===== src/include/cfgParams_params.svh =====
/*
 * Build-time sizes of the configuration control unit.
 * Word counts must cover each engine struct plus the opcode byte,
 * and engine indices must stay below CFG_NUM_ENG.
 */
`ifndef CFG_PARAMS_SVH
`define CFG_PARAMS_SVH

// ==================================================
// Instruction word
// ==================================================
// Width of one word read from the global buffer
`define CFG_WORD_W      128
// Opcode field at the bottom of the first word
`define CFG_OPCODE_W    8

// ==================================================
// Words per instruction
// ==================================================
`define CFG_ITF_WORDS   1
`define CFG_KNN_WORDS   1
`define CFG_SYA_WORDS   2

// ==================================================
// Engine slots
// ==================================================
// Bit positions in the per-engine valid/ready vectors
`define CFG_NUM_ENG     3
`define CFG_ENG_ITF     0
`define CFG_ENG_KNN     1
`define CFG_ENG_SYA     2

`endif

===== src/logic/cfgPkg.sv =====
/*
 * Types for the configuration control unit.
 * Packed structs list members MSB first, so the field that sits
 * just above the opcode is the last one in each declaration.
 */
`include "cfgParams_params.svh"

package cfgPkg;

    // ==================================================
    // Vector types
    // ==================================================
    typedef logic [`CFG_WORD_W-1:0]   isaWord_t;
    typedef logic [`CFG_OPCODE_W-1:0] opcode_t;

    // Point index or point count
    typedef logic [15:0] idx_t;
    // Global buffer address
    typedef logic [15:0] addr_t;
    typedef logic [31:0] dramAddr_t;
    typedef logic [11:0] chn_t;
    // Requantization scale
    typedef logic [19:0] scale_t;
    // Activation shift or zero point
    typedef logic [7:0]  act_t;
    typedef logic [5:0]  knnK_t;

    // ==================================================
    // Enums
    // ==================================================
    typedef enum opcode_t {
        OpKnn = 8'd2,
        OpSya = 8'd3,
        OpItf = 8'd4
    } opcode_e;

    typedef enum logic {
        Idle,
        Dec
    } decState_e;

    // ==================================================
    // Engine configurations
    // ==================================================
    // Off-chip transfer, inOut 0 loads on chip and 1 stores off chip
    typedef struct packed {
        idx_t      num;
        idx_t      glbBaseAddr;
        dramAddr_t dramBaseAddr;
        logic [7:0] inOut;
    } itfCfg_t;

    typedef struct packed {
        idx_t  mapWrAddr;
        idx_t  crdRdAddr;
        knnK_t k;
        idx_t  nip;
    } knnCfg_t;

    // Spans both words of the systolic array instruction
    typedef struct packed {
        addr_t      ofmWrBaseAddr;
        addr_t      wgtRdBaseAddr;
        addr_t      actRdBaseAddr;
        logic       loopOrder;
        idx_t       numTilIfm;
        idx_t       numTilFlt;
        idx_t       numGrpPerTile;
        scale_t     scale;
        chn_t       chn;
        logic       ofmPhaseShift;
        logic [1:0] mode;
        act_t       zp;
        act_t       shift;
    } syaCfg_t;

endpackage


===== src/logic/cfgTop.sv =====
/*
 * Configuration control unit top. Opcodes 2, 3 and 4 go to the kNN
 * unit, systolic array and off-chip interface, others are dropped.
 * Struct fields start right above the opcode byte of the first word.
 */
`include "cfgParams_params.svh"

module cfgTop (
    input  logic             clk,
    input  logic             rst_n,

    input  cfgPkg::isaWord_t isaWord,
    input  logic             isaVld,
    output logic             isaRdy,

    output cfgPkg::itfCfg_t  itfCfg,
    output logic             itfCfgVld,
    input  logic             itfCfgRdy,

    output cfgPkg::knnCfg_t  knnCfg,
    output logic             knnCfgVld,
    input  logic             knnCfgRdy,

    output cfgPkg::syaCfg_t  syaCfg,
    output logic             syaCfgVld,
    input  logic             syaCfgRdy
);
    import cfgPkg::*;

    logic [`CFG_NUM_ENG-1:0]                wordVld;
    logic [`CFG_NUM_ENG-1:0]                collectorRdy;
    logic [`CFG_NUM_ENG-1:0]                cfgDone;

    logic [`CFG_ITF_WORDS*`CFG_WORD_W-1:0]  itfBits;
    logic [`CFG_KNN_WORDS*`CFG_WORD_W-1:0]  knnBits;
    logic [`CFG_SYA_WORDS*`CFG_WORD_W-1:0]  syaBits;

    // ==================================================
    // Fetch and decode
    // ==================================================
    isaDecoder uDecoder (
        .clk          (clk),
        .rst_n        (rst_n),
        .isaWord      (isaWord),
        .isaVld       (isaVld),
        .isaRdy       (isaRdy),
        .wordVld      (wordVld),
        .collectorRdy (collectorRdy),
        .cfgDone      (cfgDone)
    );

    // ==================================================
    // Per-engine collectors
    // ==================================================
    // All collectors share the word bus, only wordVld is steered
    wordCollector #(.NumWords(`CFG_ITF_WORDS)) uItfCollector (
        .clk     (clk),
        .rst_n   (rst_n),
        .word    (isaWord),
        .wordVld (wordVld[`CFG_ENG_ITF]),
        .inRdy   (collectorRdy[`CFG_ENG_ITF]),
        .cfgBits (itfBits),
        .cfgVld  (itfCfgVld),
        .cfgRdy  (itfCfgRdy),
        .cfgDone (cfgDone[`CFG_ENG_ITF])
    );

    wordCollector #(.NumWords(`CFG_KNN_WORDS)) uKnnCollector (
        .clk     (clk),
        .rst_n   (rst_n),
        .word    (isaWord),
        .wordVld (wordVld[`CFG_ENG_KNN]),
        .inRdy   (collectorRdy[`CFG_ENG_KNN]),
        .cfgBits (knnBits),
        .cfgVld  (knnCfgVld),
        .cfgRdy  (knnCfgRdy),
        .cfgDone (cfgDone[`CFG_ENG_KNN])
    );

    // Two words, the second one holds the upper fields
    wordCollector #(.NumWords(`CFG_SYA_WORDS)) uSyaCollector (
        .clk     (clk),
        .rst_n   (rst_n),
        .word    (isaWord),
        .wordVld (wordVld[`CFG_ENG_SYA]),
        .inRdy   (collectorRdy[`CFG_ENG_SYA]),
        .cfgBits (syaBits),
        .cfgVld  (syaCfgVld),
        .cfgRdy  (syaCfgRdy),
        .cfgDone (cfgDone[`CFG_ENG_SYA])
    );

    // ==================================================
    // Unpacking
    // ==================================================
    // Skip the opcode byte, bits above each struct are ignored
    assign itfCfg = itfCfg_t'(itfBits[`CFG_OPCODE_W +: $bits(itfCfg_t)]);
    assign knnCfg = knnCfg_t'(knnBits[`CFG_OPCODE_W +: $bits(knnCfg_t)]);
    assign syaCfg = syaCfg_t'(syaBits[`CFG_OPCODE_W +: $bits(syaCfg_t)]);

endmodule


===== src/logic/wordCollector.sv =====
/*
 * Serial-to-parallel collector for one engine. First word lands in
 * the lowest slot. Output stays valid and stable until cfgRdy, and no
 * word is taken meanwhile. cfgDone is combinational on the handshake.
 */
`include "cfgParams_params.svh"

module wordCollector #(
    parameter int NumWords = 1
) (
    input  logic                             clk,
    input  logic                             rst_n,
    input  cfgPkg::isaWord_t                 word,
    input  logic                             wordVld,
    output logic                             inRdy,
    output logic [NumWords*`CFG_WORD_W-1:0]  cfgBits,
    output logic                             cfgVld,
    input  logic                             cfgRdy,
    output logic                             cfgDone
);
    import cfgPkg::*;

    // Counter also covers the full state, hence one extra code
    localparam int CntW = $clog2(NumWords + 1);
    localparam logic [CntW-1:0] CntFull = CntW'(NumWords);

    logic [CntW-1:0]           wordCnt;
    isaWord_t [NumWords-1:0]   slots;
    logic                      accept;

    // ==================================================
    // Handshakes
    // ==================================================
    assign cfgVld  = (wordCnt == CntFull);
    assign inRdy   = !cfgVld;
    assign accept  = wordVld && inRdy;
    assign cfgDone = cfgVld && cfgRdy;

    // ==================================================
    // Word counter
    // ==================================================
    always_ff @(posedge clk or negedge rst_n) begin
        if (!rst_n) begin
            wordCnt <= '0;
        end else if (cfgDone) begin
            wordCnt <= '0;
        end else if (accept) begin
            wordCnt <= wordCnt + 1'b1;
        end
    end

    // ==================================================
    // Slot storage
    // ==================================================
    always_ff @(posedge clk) begin
        if (accept) begin
            slots[wordCnt] <= word;
        end
    end

    assign cfgBits = slots;

    // ==================================================
    // Assertions
    // ==================================================
    // Engine sees a stable configuration under back-pressure
    holdUntilRdy: assert property (@(posedge clk) disable iff (!rst_n)
        cfgVld && !cfgRdy |=> cfgVld && $stable(cfgBits))
        else $error("wordCollector: output changed before handshake");

    // Decoder must not push words into a full collector
    noWordWhileFull: assert property (@(posedge clk) disable iff (!rst_n)
        !(wordVld && cfgVld))
        else $error("wordCollector: word offered while cfgVld high");

endmodule


===== src/logic/isaDecoder.sv =====
/*
 * Instruction fetch FSM. The first word is only peeked in Idle and
 * consumed in Dec by the collector picked from its opcode.
 * Unknown opcodes drop exactly one word. One instruction in flight.
 */
`include "cfgParams_params.svh"

module isaDecoder (
    input  logic                    clk,
    input  logic                    rst_n,
    input  cfgPkg::isaWord_t        isaWord,
    input  logic                    isaVld,
    output logic                    isaRdy,
    output logic [`CFG_NUM_ENG-1:0] wordVld,
    input  logic [`CFG_NUM_ENG-1:0] collectorRdy,
    input  logic [`CFG_NUM_ENG-1:0] cfgDone
);
    import cfgPkg::*;

    decState_e               state;
    decState_e               nextState;
    opcode_t                 opcode;
    logic [`CFG_NUM_ENG-1:0] engSel;
    logic                    knownOp;
    logic                    engDone;

    // ==================================================
    // Opcode decode
    // ==================================================
    always_comb begin
        engSel = '0;
        case (opcode)
            OpItf: engSel[`CFG_ENG_ITF] = 1'b1;
            OpKnn: engSel[`CFG_ENG_KNN] = 1'b1;
            OpSya: engSel[`CFG_ENG_SYA] = 1'b1;
            default: engSel = '0;
        endcase
    end

    assign knownOp = |engSel;
    // Selected engine took its configuration
    assign engDone = |(engSel & cfgDone);

    // ==================================================
    // Handshake steering
    // ==================================================
    // Unknown opcode is swallowed by accepting one word
    assign isaRdy = (state == Dec) && (knownOp ? |(engSel & collectorRdy) : 1'b1);

    // Valid reaches only the selected collector, and only while it can take a word
    assign wordVld = (state == Dec) ? (engSel & collectorRdy & {`CFG_NUM_ENG{isaVld}})
                                    : '0;

    // ==================================================
    // FSM
    // ==================================================
    always_comb begin
        nextState = state;
        case (state)
            Idle: begin
                if (isaVld) begin
                    nextState = Dec;
                end
            end
            Dec: begin
                if (!knownOp && isaVld) begin
                    nextState = Idle;
                end else if (engDone) begin
                    nextState = Idle;
                end
            end
            default: nextState = Idle;
        endcase
    end

    always_ff @(posedge clk or negedge rst_n) begin
        if (!rst_n) begin
            state  <= Idle;
            opcode <= '0;
        end else begin
            state <= nextState;
            // Peek the opcode without consuming the word
            if (state == Idle && isaVld) begin
                opcode <= isaWord[`CFG_OPCODE_W-1:0];
            end
        end
    end

    // ==================================================
    // Assertions
    // ==================================================
    // Opcode holds for the whole instruction
    opcodeStable: assert property (@(posedge clk) disable iff (!rst_n)
        (state == Dec) |=> (state == Idle) || $stable(opcode))
        else $error("isaDecoder: opcode changed during Dec");

    // First word is never consumed before decode
    noRdyInIdle: assert property (@(posedge clk) disable iff (!rst_n)
        (state == Idle) |-> !isaRdy)
        else $error("isaDecoder: isaRdy high in Idle");

endmodule


===== config.mk =====
export PLATFORM = sky130hd
export DESIGN_NAME = cfgTop
export DESIGN_NICKNAME = d
export VERILOG_FILES = /design/src/logic/cfgPkg.sv /design/src/logic/cfgTop.sv /design/src/logic/wordCollector.sv /design/src/logic/isaDecoder.sv
export VERILOG_INCLUDE_DIRS = /design/src /design/src/include
export SDC_FILE = /design/constraint.sdc
export NUM_CORES = 1
export LEC_CHECK = 0
export BUFFER_PORTS_ARGS = -buffer_cell sky130_fd_sc_hd__buf_2
export CORE_MARGIN = 2
export CORE_UTILIZATION = 54
export DETAILED_ROUTE_END_ITERATION = 12
export PLACE_DENSITY = 0.81
export SLEW_MARGIN = 25
export SYNTH_ARGS = -nofsm -noshare
export SYNTH_HDL_FRONTEND = slang
export SYNTH_HIERARCHICAL = 1
export SYNTH_SLANG_ARGS = --single-unit

===== constraint.sdc =====
create_clock -name clk -period 9.3 [get_ports clk]
set_input_delay 0.465 -clock clk [delete_from_list [all_inputs] [get_ports clk]]
set_output_delay 0.465 -clock clk [all_outputs]
set_load 0.01 [all_outputs]

# Yosys cells after proc, flatten, opt, wreduce, memory -nomap -nowiden
# Cells that the tools add are included.
[word_totals] reg_bits=525 inputBits=134 output_inout_bits=278
[op_classes] n_addsub=3 n_lt_le_gt_ge=6 eq_ne=4 n_mux=22 bitwise_logic=4 reduce_logical=22
[ops] op="128-bit 2-to-1 mux" count=3
[ops] op="128-bit bitwise mux" count=2
[ops] op="256-bit bitwise mux" count=1
[ops] op="128-bit demux with 1-bit select" count=1
[ops] op="8-bit by 2-bit equality test with 1-bit output (second input constant)" count=2
[ops] op="1-bit logical AND" count=12
[ops] op="1-bit 2-to-1 mux" count=11
[ops] op="3-bit AND" count=3
[ops] op="3-bit OR reduction" count=3
[ops] op="8-bit by 3-bit equality test with 1-bit output (second input constant)" count=1
[ops] op="2-bit nonzero test" count=3
[ops] op="1-bit zero test" count=4
[ops] op="2-bit 2-to-1 mux" count=2
[ops] op="3-bit 2-to-1 mux" count=1
[ops] op="1-bit adder (second input constant)" count=2
[ops] op="2-bit by 1-bit adder with 2-bit output (second input constant)" count=1
[ops] op="2-bit equality test (second input constant)" count=1
[ops] op="1-bit >= comparator (second input constant)" count=2
[ops] op="2-bit by 1-bit >= comparator with 1-bit output (second input constant)" count=1
[ops] op="1-bit less-than comparator (second input constant)" count=2
[ops] op="2-bit less-than comparator (second input constant)" count=1
[ops] op="1-bit one-hot mux with 2 select lines" count=1
[ops] op="1-bit NOT" count=1

# Logic depth before layout (Yosys ltp)
# Gate-level depths: netlist (run 1).
[logic_depth] depth_word=8 depth_mapped=7

# Cells and area by module
# The synthesis (run 1) kept the hierarchy.
[by_module_without_submodules] module="wordCollector at uSyaCollector" instances=1 cells_per_inst=267 area_per_inst_um2=7805.0 seq_area_each_um2=7737.4
[by_module_without_submodules] module="wordCollector at uItfCollector ..." instances=2 cells_per_inst=133 area_per_inst_um2=3895.0 seq_area_each_um2=3868.7
[by_module_without_submodules] module="isaDecoder" instances=1 cells_per_inst=43 area_per_inst_um2=485.5 seq_area_each_um2=225.2

# Least setup slack after synthesis (run 1)
# No wires, ideal clock.
[synth_path] path_type="flip-flop to flip-flop" from="register uDecoder.opcode[2]" to="register uSyaCollector.slots, in the netlist uSyaCollector/cfgBits[0] (enable)" setup_time_ns=0.594 arrival_time_ns=6.101 t_required_ns=8.706 slack_ns=2.605 stages_incl_launch_ff=5 period_less_slack_ns=6.695 path_cell_list="dfrtp_1 and2b_4 and3_2 nor3b_1 nor3b_2"
[synth_via] elab_chain_cells=6
[synth_lines] element="start, declared" line="isaDecoder.sv:22" rtl="opcode_t opcode;"
[synth_lines] element="start signal, assigned" line="isaDecoder.sv:84" rtl="opcode <= isaWord[`CFG_OPCODE_W-1:0];"
[synth_lines] element="8-bit by 2-bit equality test with 1-bit output" line="isaDecoder.sv:32" rtl="case (opcode)"
[synth_lines] element="1-bit 2-to-1 mux" line="isaDecoder.sv:32"
[synth_lines] element="3-bit AND (2 in a row)" line="isaDecoder.sv:51" rtl="assign wordVld = (state == Dec) ? (engSel & collectorRdy & {`CFG_NUM_ENG{isaVld}})"
[synth_lines] element="3-bit 2-to-1 mux" line="isaDecoder.sv:51"
[synth_lines] element="net wordVld[2]" line="cfgTop.sv:30" rtl="logic [`CFG_NUM_ENG-1:0] wordVld;"
[synth_lines] element="1-bit logical AND" line="wordCollector.sv:36" rtl="assign accept = wordVld && inRdy;"
[synth_lines] element="end signal, assigned by index" line="wordCollector.sv:57" rtl="slots[wordCnt] <= word;"
[synth_lines] element="end, declared" line="wordCollector.sv:28" rtl="isaWord_t [NumWords-1:0] slots;"
# The timed path passes the listed nets, and every way through them passes these cells.
# A chain may end at the register's enable or synchronous reset.

# Worst setup path in the final report (run 1)
[layout_path] from="register uDecoder.opcode[2]" to="register uSyaCollector.slots, in the netlist uSyaCollector/cfgBits[117] (enable)"
# Same word-level chain as after synthesis.

==> impl_results.md, run 1 <==
- DIE AREA: 17590 µm²
- Slew of the pin with the lowest slew margin: 1.011 ns
- Site Rows: 47
- Drt first-iter violations: 406
- Switch Pwr: 520.6 µW
- Cell internal pwr: 2.134 mW
- N_diodes: 0
- GRT Total Usage: 26.15%
- Slowest-stage cell, CP: buf_4
- CP cell instances: and2b_4 > and3_2 > nor3b_1 > nor3b_4 > buf_4 > buf_4
- Logic pwr share: 3.4%
- Nets: 919
- Max Fclk: 0.2933 GHz
- Post-Route WL: 23530 µm
- Worst skew pair latency: 0.53 ns
- CTS tree: yes
- Grt total ovfl: 0
- Critical Path AT: 3.55 ns
- HPWL after DPL: 16790 µm
- Routed Antenna Nets: 0
- Outcome: finished clean
- Worst setup path class: flop to flop
- Post-Syn Area: 8934 µm²
- Max Buffers Root-to-Sink: 3
- Pin count of the biggest net entering global routing: 75
- Synthesized Nets: 472
- CP max stage delay: 0.85 ns
- Synth-to-Final Area Change: 37.09%
- Clk pwr share: 42.0%
- Setup TNS: 0 ns
- Postcts setup bufs: 0
- Worst-path clk slew: 0.06 ns
- Relative slew slack: 32.44%
- Setup repair after global routing missed its margin: false
- TritonRoute pass-1 iters: 4
- CTS resizes: 0
- Number of CTS-inserted buffers: 29
- Hold crit path type: input port to flop
- Vias per cell: 5.044
- Die W: 132.6 µm
- DRC Markers: 0
- Top Ports: 412
- Period utilisation layout: 36.66%
- CP endpoint kind: flop
- Core footprint: 16350 µm²
- Global placer's final weighted congestion: 0.9202
- Initial Utilization: 54.65%
- Vias in the first global route: 5447
- Antenna violations before repair: 2
- First-pass GRT wire length: 33860 µm
- Overall power: 2.655 mW
- Number of fill cells: 992
- Crit-path max FO: 74
- Final setup fails: 0
- Top cell by count, worst path: buf_4
- Chip height: 132.6 µm
- CTS Root Buffer Type: clkbuf_16
- Hold Vio Cnt, Final: 0
- Ys Warns: 6
- Switch share: 19.61%
- Syn avg cell area: 26.43 µm²
- WL/cell: 22.89 µm
- I/O Buffers: 411
- Share of layout cells above drive strength 1: 58.66%
- Via count: 5185
- Static leakage: 4.878 nW
- Synthesized instance count: 338
- Max Slew Vio Count: 0
- Peak supply drop: 0.0002295 V
- Max Cap Viol: 0
- # hold bufs at CTS: 1
- Sequential share of power: 54.6%
- H-tree depth: 1
- Tmin final: 3.409 ns
- Pwr dens: 216.8 nW/µm²
- Clock skew: 0.01959 ns
- Critical Path Source Type: flop
- Clk sinks: 287
- Worst endpoint required time: 9.44 ns
[power by group through the flow]
stage                     sequential (mW)  clock, mW  combinational [mW]
after CTS                            1.45       1.13              0.0908
after global routing                 1.45       1.18              0.0988
final                                1.45       1.11              0.0907
after floorplan                      1.48          0              0.0332
after global placement               1.47          0              0.0850
after detailed placement             1.48          0              0.0895
[area by class of cell]
| class | instances | area [µm²] | area share, % |
|---|---|---|---|
| clock buffer | 34 | 744.5 | 6.079 |
| inverter | 5 | 18.77 | 0.1532 |
| sequential | 287 | 8553 | 69.84 |
| timing repair buffer | 417 | 2105 | 17.18 |
| tap | 220 | 275.3 | 2.248 |
| clock inverter | 20 | 176.4 | 1.441 |
| multi-input combinational | 45 | 374.1 | 3.055 |
[through the flow]
step                hold slack (ns)  worst slack [ns]  cells  cell area (µm²)  utilization (%)
finish                       0.1185             5.891   1028            12250            74.91
global route                0.09505             5.650   1028            12250            74.91
floorplan                    0.1694             2.919    338             8934                -
detailed placement           0.3697             5.920    973            11320            69.22
CTS                         0.09821             5.902   1028            12250            74.91
global placement             0.3635             6.041    973            11320            69.22
[routing by layer]
layer	share of wire (%)	vias up	GRT usage, %
met4	2.9	4	7.766
met5	0.11	-	0
met3	8.1	49	7.433
li1	-	2256	-
met2	53	280	46.66
met1	36	2596	31.10
[flip-flops by register name, indices dropped and copies added (netlist names)]
name and flops:
uDecoder/opcode 8, uDecoder/state 1, uItfCollector/cfgBits 72, uItfCollector/cfgVld 1, uKnnCollector/cfgBits 54, uKnnCollector/cfgVld 1, uSyaCollector/cfgBits 148, uSyaCollector/wordCnt 2
[cell usage in the layout, fill, tap and decap left out, types with 2 or more instances in the layout]
master,n
and2_1,3
buf_2,411
buf_4,5
bufinv_16,3
clkbuf_1,5
clkbuf_16,29
clkinv_1,7
clkinv_2,7
dfrtp_1,13
edfxtp_1,274
inv_1,4
inv_6,2
mux2_2,7
nand2_1,4
nor2_1,2
nor2b_4,2
nor3b_1,2
nor4_1,2
o21bai_1,2
[worst max-delay path: cells and delay by family (launching register included)]
kind / cells / cell delay (ns)
AND/OR/NAND/NOR: 4 / 1.10
flip-flops: 1 / 0.42
buffers and inverters: 2 / 1.44
[final timing paths]
kind | startpoint | to | slack [ns] | depth (start not counted)
setup / recovery | uDecoder/opcode[2] | uSyaCollector/cfgBits[117] | 5.89 | 6
hold / removal | isaWord[126] | uSyaCollector/cfgBits[126] | 0.12 | 1
setup reg to reg | uDecoder/opcode[2] | uSyaCollector/cfgBits[117] | 5.89 | 6
hold reg to reg | uDecoder/opcode[4] | uDecoder/opcode[4] | 0.52 | 1
max in group asynchronous | rst_n | uDecoder/opcode[4] | 8.69 | 2
min in group asynchronous | rst_n | uSyaCollector/wordCnt[0] | 0.37 | 2
Note: power is estimated with default switching activity, not from simulation.
==> run 2, diff against run 1 <==
--- a/config.mk
+++ b/config.mk
@@ -8,9 +8,9 @@
 export LEC_CHECK = 0
 export BUFFER_PORTS_ARGS = -buffer_cell sky130_fd_sc_hd__buf_2
 export CORE_MARGIN = 2
-export CORE_UTILIZATION = 54
+export CORE_UTILIZATION = 49
 export DETAILED_ROUTE_END_ITERATION = 12
-export PLACE_DENSITY = 0.81
+export PLACE_DENSITY = 0.78
 export SLEW_MARGIN = 25
 export SYNTH_ARGS = -nofsm -noshare
 export SYNTH_HDL_FRONTEND = slang
==> constraint.sdc (replaced) <==
create_clock -name clk -period 2.9 [get_ports clk]
set_input_delay 0.145 -clock clk [delete_from_list [all_inputs] [get_ports clk]]
set_output_delay 0.145 -clock clk [all_outputs]
set_load 0.01 [all_outputs]
==> run 2 against run 1 <==
Sequential power rose to 3.2 times the previous value. Clock power increased to 3.2 times the previous value. Setup slack worse by 5.5 ns. Power rose to 3.3 times the previous value. Count of clock-buffer cells in the layout grew 3. Largest cell class unchanged.
==> impl_results.md, run 2 (synthesized netlist as in run 1, its figures left out) <==
- Hold Vio Cnt, Final: 0
- Site Rows: 49
- Max Buffers Root-to-Sink: 3
- Worst-path clk slew: 0.06 ns
- Relative slew slack: 47.60%
- Clk sinks: 287
- First-pass GRT wire length: 39280 µm
- CP delay by family, top: simple AND/OR/NAND/NOR gates
- Tmin final: 2.472 ns
- Global placer's final weighted congestion: 0.9527
- Worst endpoint required time: 3.06 ns
- Vias per cell: 4.941
- TritonRoute pass-1 iters: 4
- Worst skew pair latency: 0.54 ns
- Logic pwr share: 5.3%
- H-tree depth: 1
- Crit path buffers/inverters: 1
- Antenna violations before repair: 1
- Met3 GRT Util: 8.702%
- Number of CTS-inserted buffers: 29
- CP max stage delay: 0.50 ns
- Initial Utilization: 49.90%
- Commonest non-fill, non-tap cell in the layout: buf_2
- Max Cap Viol: 0
- Crit-path max FO: 121
- Overall power: 8.679 mW
- CP cell instances: and2b_4 > and3_4 > nor3b_4 > nor3b_4 > buf_12
- Core footprint: 17900 µm²
- Routed Antenna Nets: 0
- Post-route cell area: 13620 µm²
- CTS Root Buffer Type: clkbuf_16
- Setup repair after global routing missed its margin: false
- Synth-to-Final Area Change: 52.41%
- Critical Path AT: 2.63 ns
- Drt first-iter violations: 393
- Vias in the first global route: 6346
- Top Ports: 412
- Critical Path Source Type: flop
- Static leakage: 5.435 nW
- Largest register FFs: 148
- Clock skew: 0.01714 ns
- Post-Place Cells: 983
- Via count: 5781
- DIE AREA: 19330 µm²
- CTS tree: yes
- Post-Route WL: 26840 µm
- Final setup fails: 0
- Max Slew Vio Count: 0
- I/O Buffers: 411
- Slew of the pin with the lowest slew margin: 0.7844 ns
- Outcome: finished clean
- Max Fclk: 0.4045 GHz
- Worst setup path class: flop to flop
- Sequential share of power: 53.6%
- CTS resizes: 0
- DRC Markers: 0
- Pin count of the biggest net entering global routing: 122
- Chip height: 139.0 µm
- Pwr dens: 637.4 nW/µm²
- N_diodes: 0
- Switch Pwr: 1.717 mW
- Top cell by count, worst path: nor3b_4
- Fin cells: 1170
- Nets: 1052
- Share of layout cells above drive strength 1: 49.95%
- CP endpoint kind: flop
- Switch share: 19.79%
- Die W: 139.0 µm
- Peak supply drop: 0.0006141 V
- Most frequent cells in the layout: buf_2, edfxtp_1, dlygate4sd3_1
- M1 GR Usage: 29.79%
- Hold crit path type: input port to asynchronous set/reset pin
- Met2 usage: 49.39%
- WL/cell: 22.94 µm
- Period utilisation layout: 85.25%
- Grt total ovfl: 0
- Placed inst area: 11370 µm²
- HPWL after DPL: 17060 µm
- Clk pwr share: 41.1%
- Cell internal pwr: 6.961 mW
- Slowest-stage cell, CP: buf_12
- Top Usage Layer GRT: met2
- GRT Total Usage: 27.16%
## run 2: cell count changes in the layout (fill, tap and decap cells not counted), sizes merged
cell / delta
inv: -1
clkinv: -2
buf: +1
clkbuf: +3
dlygate4sd3: +132
## run 2: routing by layer
metal,share of wire (%),vias to the layer above
met4,4.1,0
met2,54,330
met1,34,2848
met5,0,-
li1,-,2529
met3,8.5,74
## run 2: power by group through the flow
stage	clock network, mW	logic (mW)	registers [mW]
finish	3.57	0.457	4.65
global route	3.79	0.485	4.66
CTS	3.63	0.444	4.65
detailed placement	0	0.298	4.73
global placement	0	0.277	4.73
floorplan	0	0.112	4.73
## run 2: metrics by stage
| stage | TNS [ns] | worst slack (ns) | util [%] | hold slack, ns |
|---|---|---|---|---|
| after global placement | 0 | 0.6414 | 63.54 | 0.04162 |
| final | 0 | 0.4276 | 76.06 | 0.06573 |
| after floorplan | -202.68 | -1.677 | - | -0.1506 |
| after global routing | 0 | 0.3641 | 76.06 | 0.06539 |
| after detailed placement | 0 | 0.5409 | 63.54 | 0.05550 |
| after CTS | 0 | 0.5073 | 76.06 | 0.01876 |
## run 2: worst paths after layout
path	startpoint	to	slack (ns)	cells after the start
worst min-delay path	rst_n	uItfCollector/cfgVld	0.07	2
worst min register to register	uDecoder/opcode[4]	uDecoder/opcode[4]	0.51	1
max in group asynchronous	rst_n	uDecoder/opcode[5]	2.59	2
worst max register to register	uDecoder/opcode[2]	uSyaCollector/cfgBits[59]	0.43	5
worst max-delay path	uDecoder/opcode[2]	uSyaCollector/cfgBits[59]	0.43	5
min in group clk	isaWord[104]	uSyaCollector/cfgBits[104]	0.31	2
## run 2: what timing repair did
item / 4_1_cts / 5_1_grt
hold buffers: 133 / 0
hold endpoints to repair: 299 / 0
buffers inserted: 0 / 0
## run 2: layout make-up
type	instances	area, µm²
Clock inverter	17	153.9
Sequential cell	287	8553
Tap cell	229	286.5
Inverter	5	18.77
Timing Repair Buffer	550	3458
Multi-Input combinational cell	45	389.1
Fill cell	1027	4287
Clock buffer	37	755.7
==> run 3, diff against run 2 <==
--- a/config.mk
+++ b/config.mk
@@ -7,12 +7,13 @@
 export NUM_CORES = 1
 export LEC_CHECK = 0
 export BUFFER_PORTS_ARGS = -buffer_cell sky130_fd_sc_hd__buf_2
-export CORE_MARGIN = 2
-export CORE_UTILIZATION = 49
+export CORE_AREA = 2 2 158 160
 export DETAILED_ROUTE_END_ITERATION = 12
-export PLACE_DENSITY = 0.78
+export DIE_AREA = 0 0 160 162
+export PLACE_DENSITY = 0.68
+export RECOVER_POWER = 25
 export SLEW_MARGIN = 25
 export SYNTH_ARGS = -nofsm -noshare
 export SYNTH_HDL_FRONTEND = slang
-export SYNTH_HIERARCHICAL = 1
 export SYNTH_SLANG_ARGS = --single-unit
+export TNS_END_PERCENT = 10
==> run 3 against run 2 <==
Power rose by 2.8%. Clock skew fell by 0.0089 ns. Clock power rose by 7.8%. Non-clock buffer count rose by 6. Setup slack got worse by 0.14 ns. Global-route usage fell by 7.5 points. First-iteration DRC count rose by 7.1%. Synthesized area fell by 0.36%. Final cell count rose by 8.5%. Critical endpoint is now uSyaCollector.cfgBits[95].
==> impl_results.md, run 3 <==
- Met2 usage: 34.87%
- Number of CTS-inserted buffers: 29
- Routed Antenna Nets: 0
- Vias in the first global route: 6108
- Placed inst area: 11590 µm²
- Postcts setup bufs: 0
- Synthesized Nets: 473
- Outcome: finished clean
- Setup slack, reg-to-reg: 0.29 ns
- Mux cell area share after synthesis: 1.125%
- Static leakage: 5.310 nW
- Pin count of the biggest net entering global routing: 41
- Initial Utilization: 36.93%
- Worst-path clk slew: 0.06 ns
- Count leader, synth: edfxtp_1
- Chip height: 162 µm
- Max Buffers Root-to-Sink: 3
- Critical Path AT: 2.83 ns
- Syn avg cell area: 26.26 µm²
- Fin cells: 1269
- Nets: 1057
- Synth Area in Compound Gates: 0.9699%
- Hold crit path type: input port to asynchronous set/reset pin
- Commonest non-fill, non-tap cell in the layout: buf_2
- Post-Route WL: 26380 µm
- Post-Syn Area: 8901 µm²
- Post-synthesis simple-gate area fraction: 1.504%
- Core footprint: 24110 µm²
- Tmin final: 2.608 ns
- Met3 GRT Util: 5.771%
- Prevailing post-synth register cell: edfxtp_1
- Die W: 160 µm
- Largest family of logic cells by synthesized area: simple AND/OR/NAND/NOR gates
- CTS Root Buffer Type: clkbuf_16
- Antenna violations before repair: 0
- Top Usage Layer GRT: met2
- Drt first-iter violations: 421
- N_diodes: 0
- Synthesized instance count: 339
- Top Ports: 412
- Synth-to-Final Area Change: 55.41%
- Synth area leader: edfxtp_1
- Max Slew Vio Count: 0
- Clk sinks: 287
- DRC Markers: 0
- Max Cap Viol: 0
- Number of synthesized flops with an enable pin: 274
- Relative slew slack: 52.23%
- M1 GR Usage: 22.10%
- Post-Synth Adder-Cell Area: 0%
- DIE AREA: 25920 µm²
- CP endpoint kind: flop
- Synth async-reset ratio: 4.530%
- Largest cells by area after synthesis: edfxtp_1, dfrtp_1, mux2_2, nand2b_1, nor2_1
- TritonRoute pass-1 iters: 5
- Worst skew pair latency: 0.52 ns
- H-tree depth: 1
- WL/cell: 20.79 µm
- Worst endpoint required time: 3.12 ns
- Final setup fails: 0
- Largest register FFs: 148
- Peak supply drop: 0.0004525 V
- Most frequent cells in the layout: buf_2, edfxtp_1, dlygate4sd3_1
- Share of layout cells above drive strength 1: 43.39%
- CTS tree: yes
- Reg2reg start: uDecoder.opcode[3]
- Critical Path Source Type: flop
- Post-Place Cells: 1083
- GRT Total Usage: 19.68%
- Post-route cell area: 13830 µm²
- Ys Warns: 0
- Hold Vio Cnt, Final: 0
- Grt total ovfl: 0
- Overall power: 8.924 mW
- Top post-synthesis cells by count: edfxtp_1, dfrtp_1, mux2_2
- Sequential area share after synthesis: 96.09%
- Setup repair after global routing missed its margin: false
- Worst setup path start: uDecoder.opcode[3]
- Max Fclk: 0.3834 GHz
- HPWL after DPL: 17120 µm
- Setup TNS: 0 ns
- FF+latch count, synth: 287
- Crit-path max FO: 28
- CTS resizes: 0
- Slew of the pin with the lowest slew margin: 0.7165 ns
- Clock skew: 0.008284 ns
- Vias per cell: 4.541
- Worst setup path class: flop to flop
- Site Rows: 57
- # hold bufs at CTS: 133
- Synth top area share: 92.44%
- Period utilisation layout: 89.94%
- First-pass GRT wire length: 38230 µm
- I/O Buffers: 411
- Post-Synth XOR/XNOR Area: 0%
- Via count: 5762
- Global placer's final weighted congestion: 0.8294
- Synth unique cells: 30
- Pwr dens: 645.1 nW/µm²
## run 3: worst max-delay path: stages (launching register included)
cell and delay, ns:
dfrtp_1 0.37, or3_1 0.39, or4_1 0.48, or3_4 0.44, nor2_4 0.16, buf_12 0.23, buf_4 0.22
## run 3: kinds of logic (layout without fill, tap and decap cells)
logic type | after synthesis | count (layout)
flops | 287 | 287
simple gates | 24 | 24
compound gates | 12 | 12
mux | 9 | 9
buf+inv | 7 | 613
## run 3: metal layers
layer  part of all wire (%)  wire length [µm]
met5                      0                 0
met4                    4.1              1086
met3                    9.1              2403
met2                     52             13630
met1                     35              9266
## run 3: layout make-up
cell class / instances / area (µm²)
well taps: 324 / 405.4
clock inverters: 14 / 198.9
multi-input cells: 45 / 365.4
fillers: 1837 / 10270
clock buffers: 39 / 803.3
inverters: 4 / 15.01
flip-flops and latches: 287 / 8553
repair buffers: 556 / 3492
## run 3: metrics by stage
step	setup slack, ns	hold WS, ns	utilization (%)
2_1_floorplan	-1.129	-0.1506	-
3_5_place_dp	0.2883	0.04851	48.06
5_1_grt	0.1756	0.2547	57.39
6_report	0.2917	0.1904	57.39
3_3_place_gp	0.3236	0.04804	48.06
4_1_cts	0.2715	0.01753	57.74
## run 3: report_power, final
| part | total [mW] | switching, mW | internal (mW) |
|---|---|---|---|
| registers | 4.65 | 0.0533 | 4.60 |
| clock network | 3.85 | 1.47 | 2.38 |
| logic | 0.426 | 0.190 | 0.236 |
## run 3: path summary, 6_finish.rpt
kind,end,depth (start not counted)
setup / recovery,uSyaCollector.cfgBits[95],6
hold / removal,uDecoder.opcode[7],2
setup reg to reg,uSyaCollector.cfgBits[95],6
hold reg to reg,uDecoder.opcode[4],1
max in group asynchronous,uSyaCollector.wordCnt[1],2
min in group clk,uSyaCollector.cfgBits[98],2
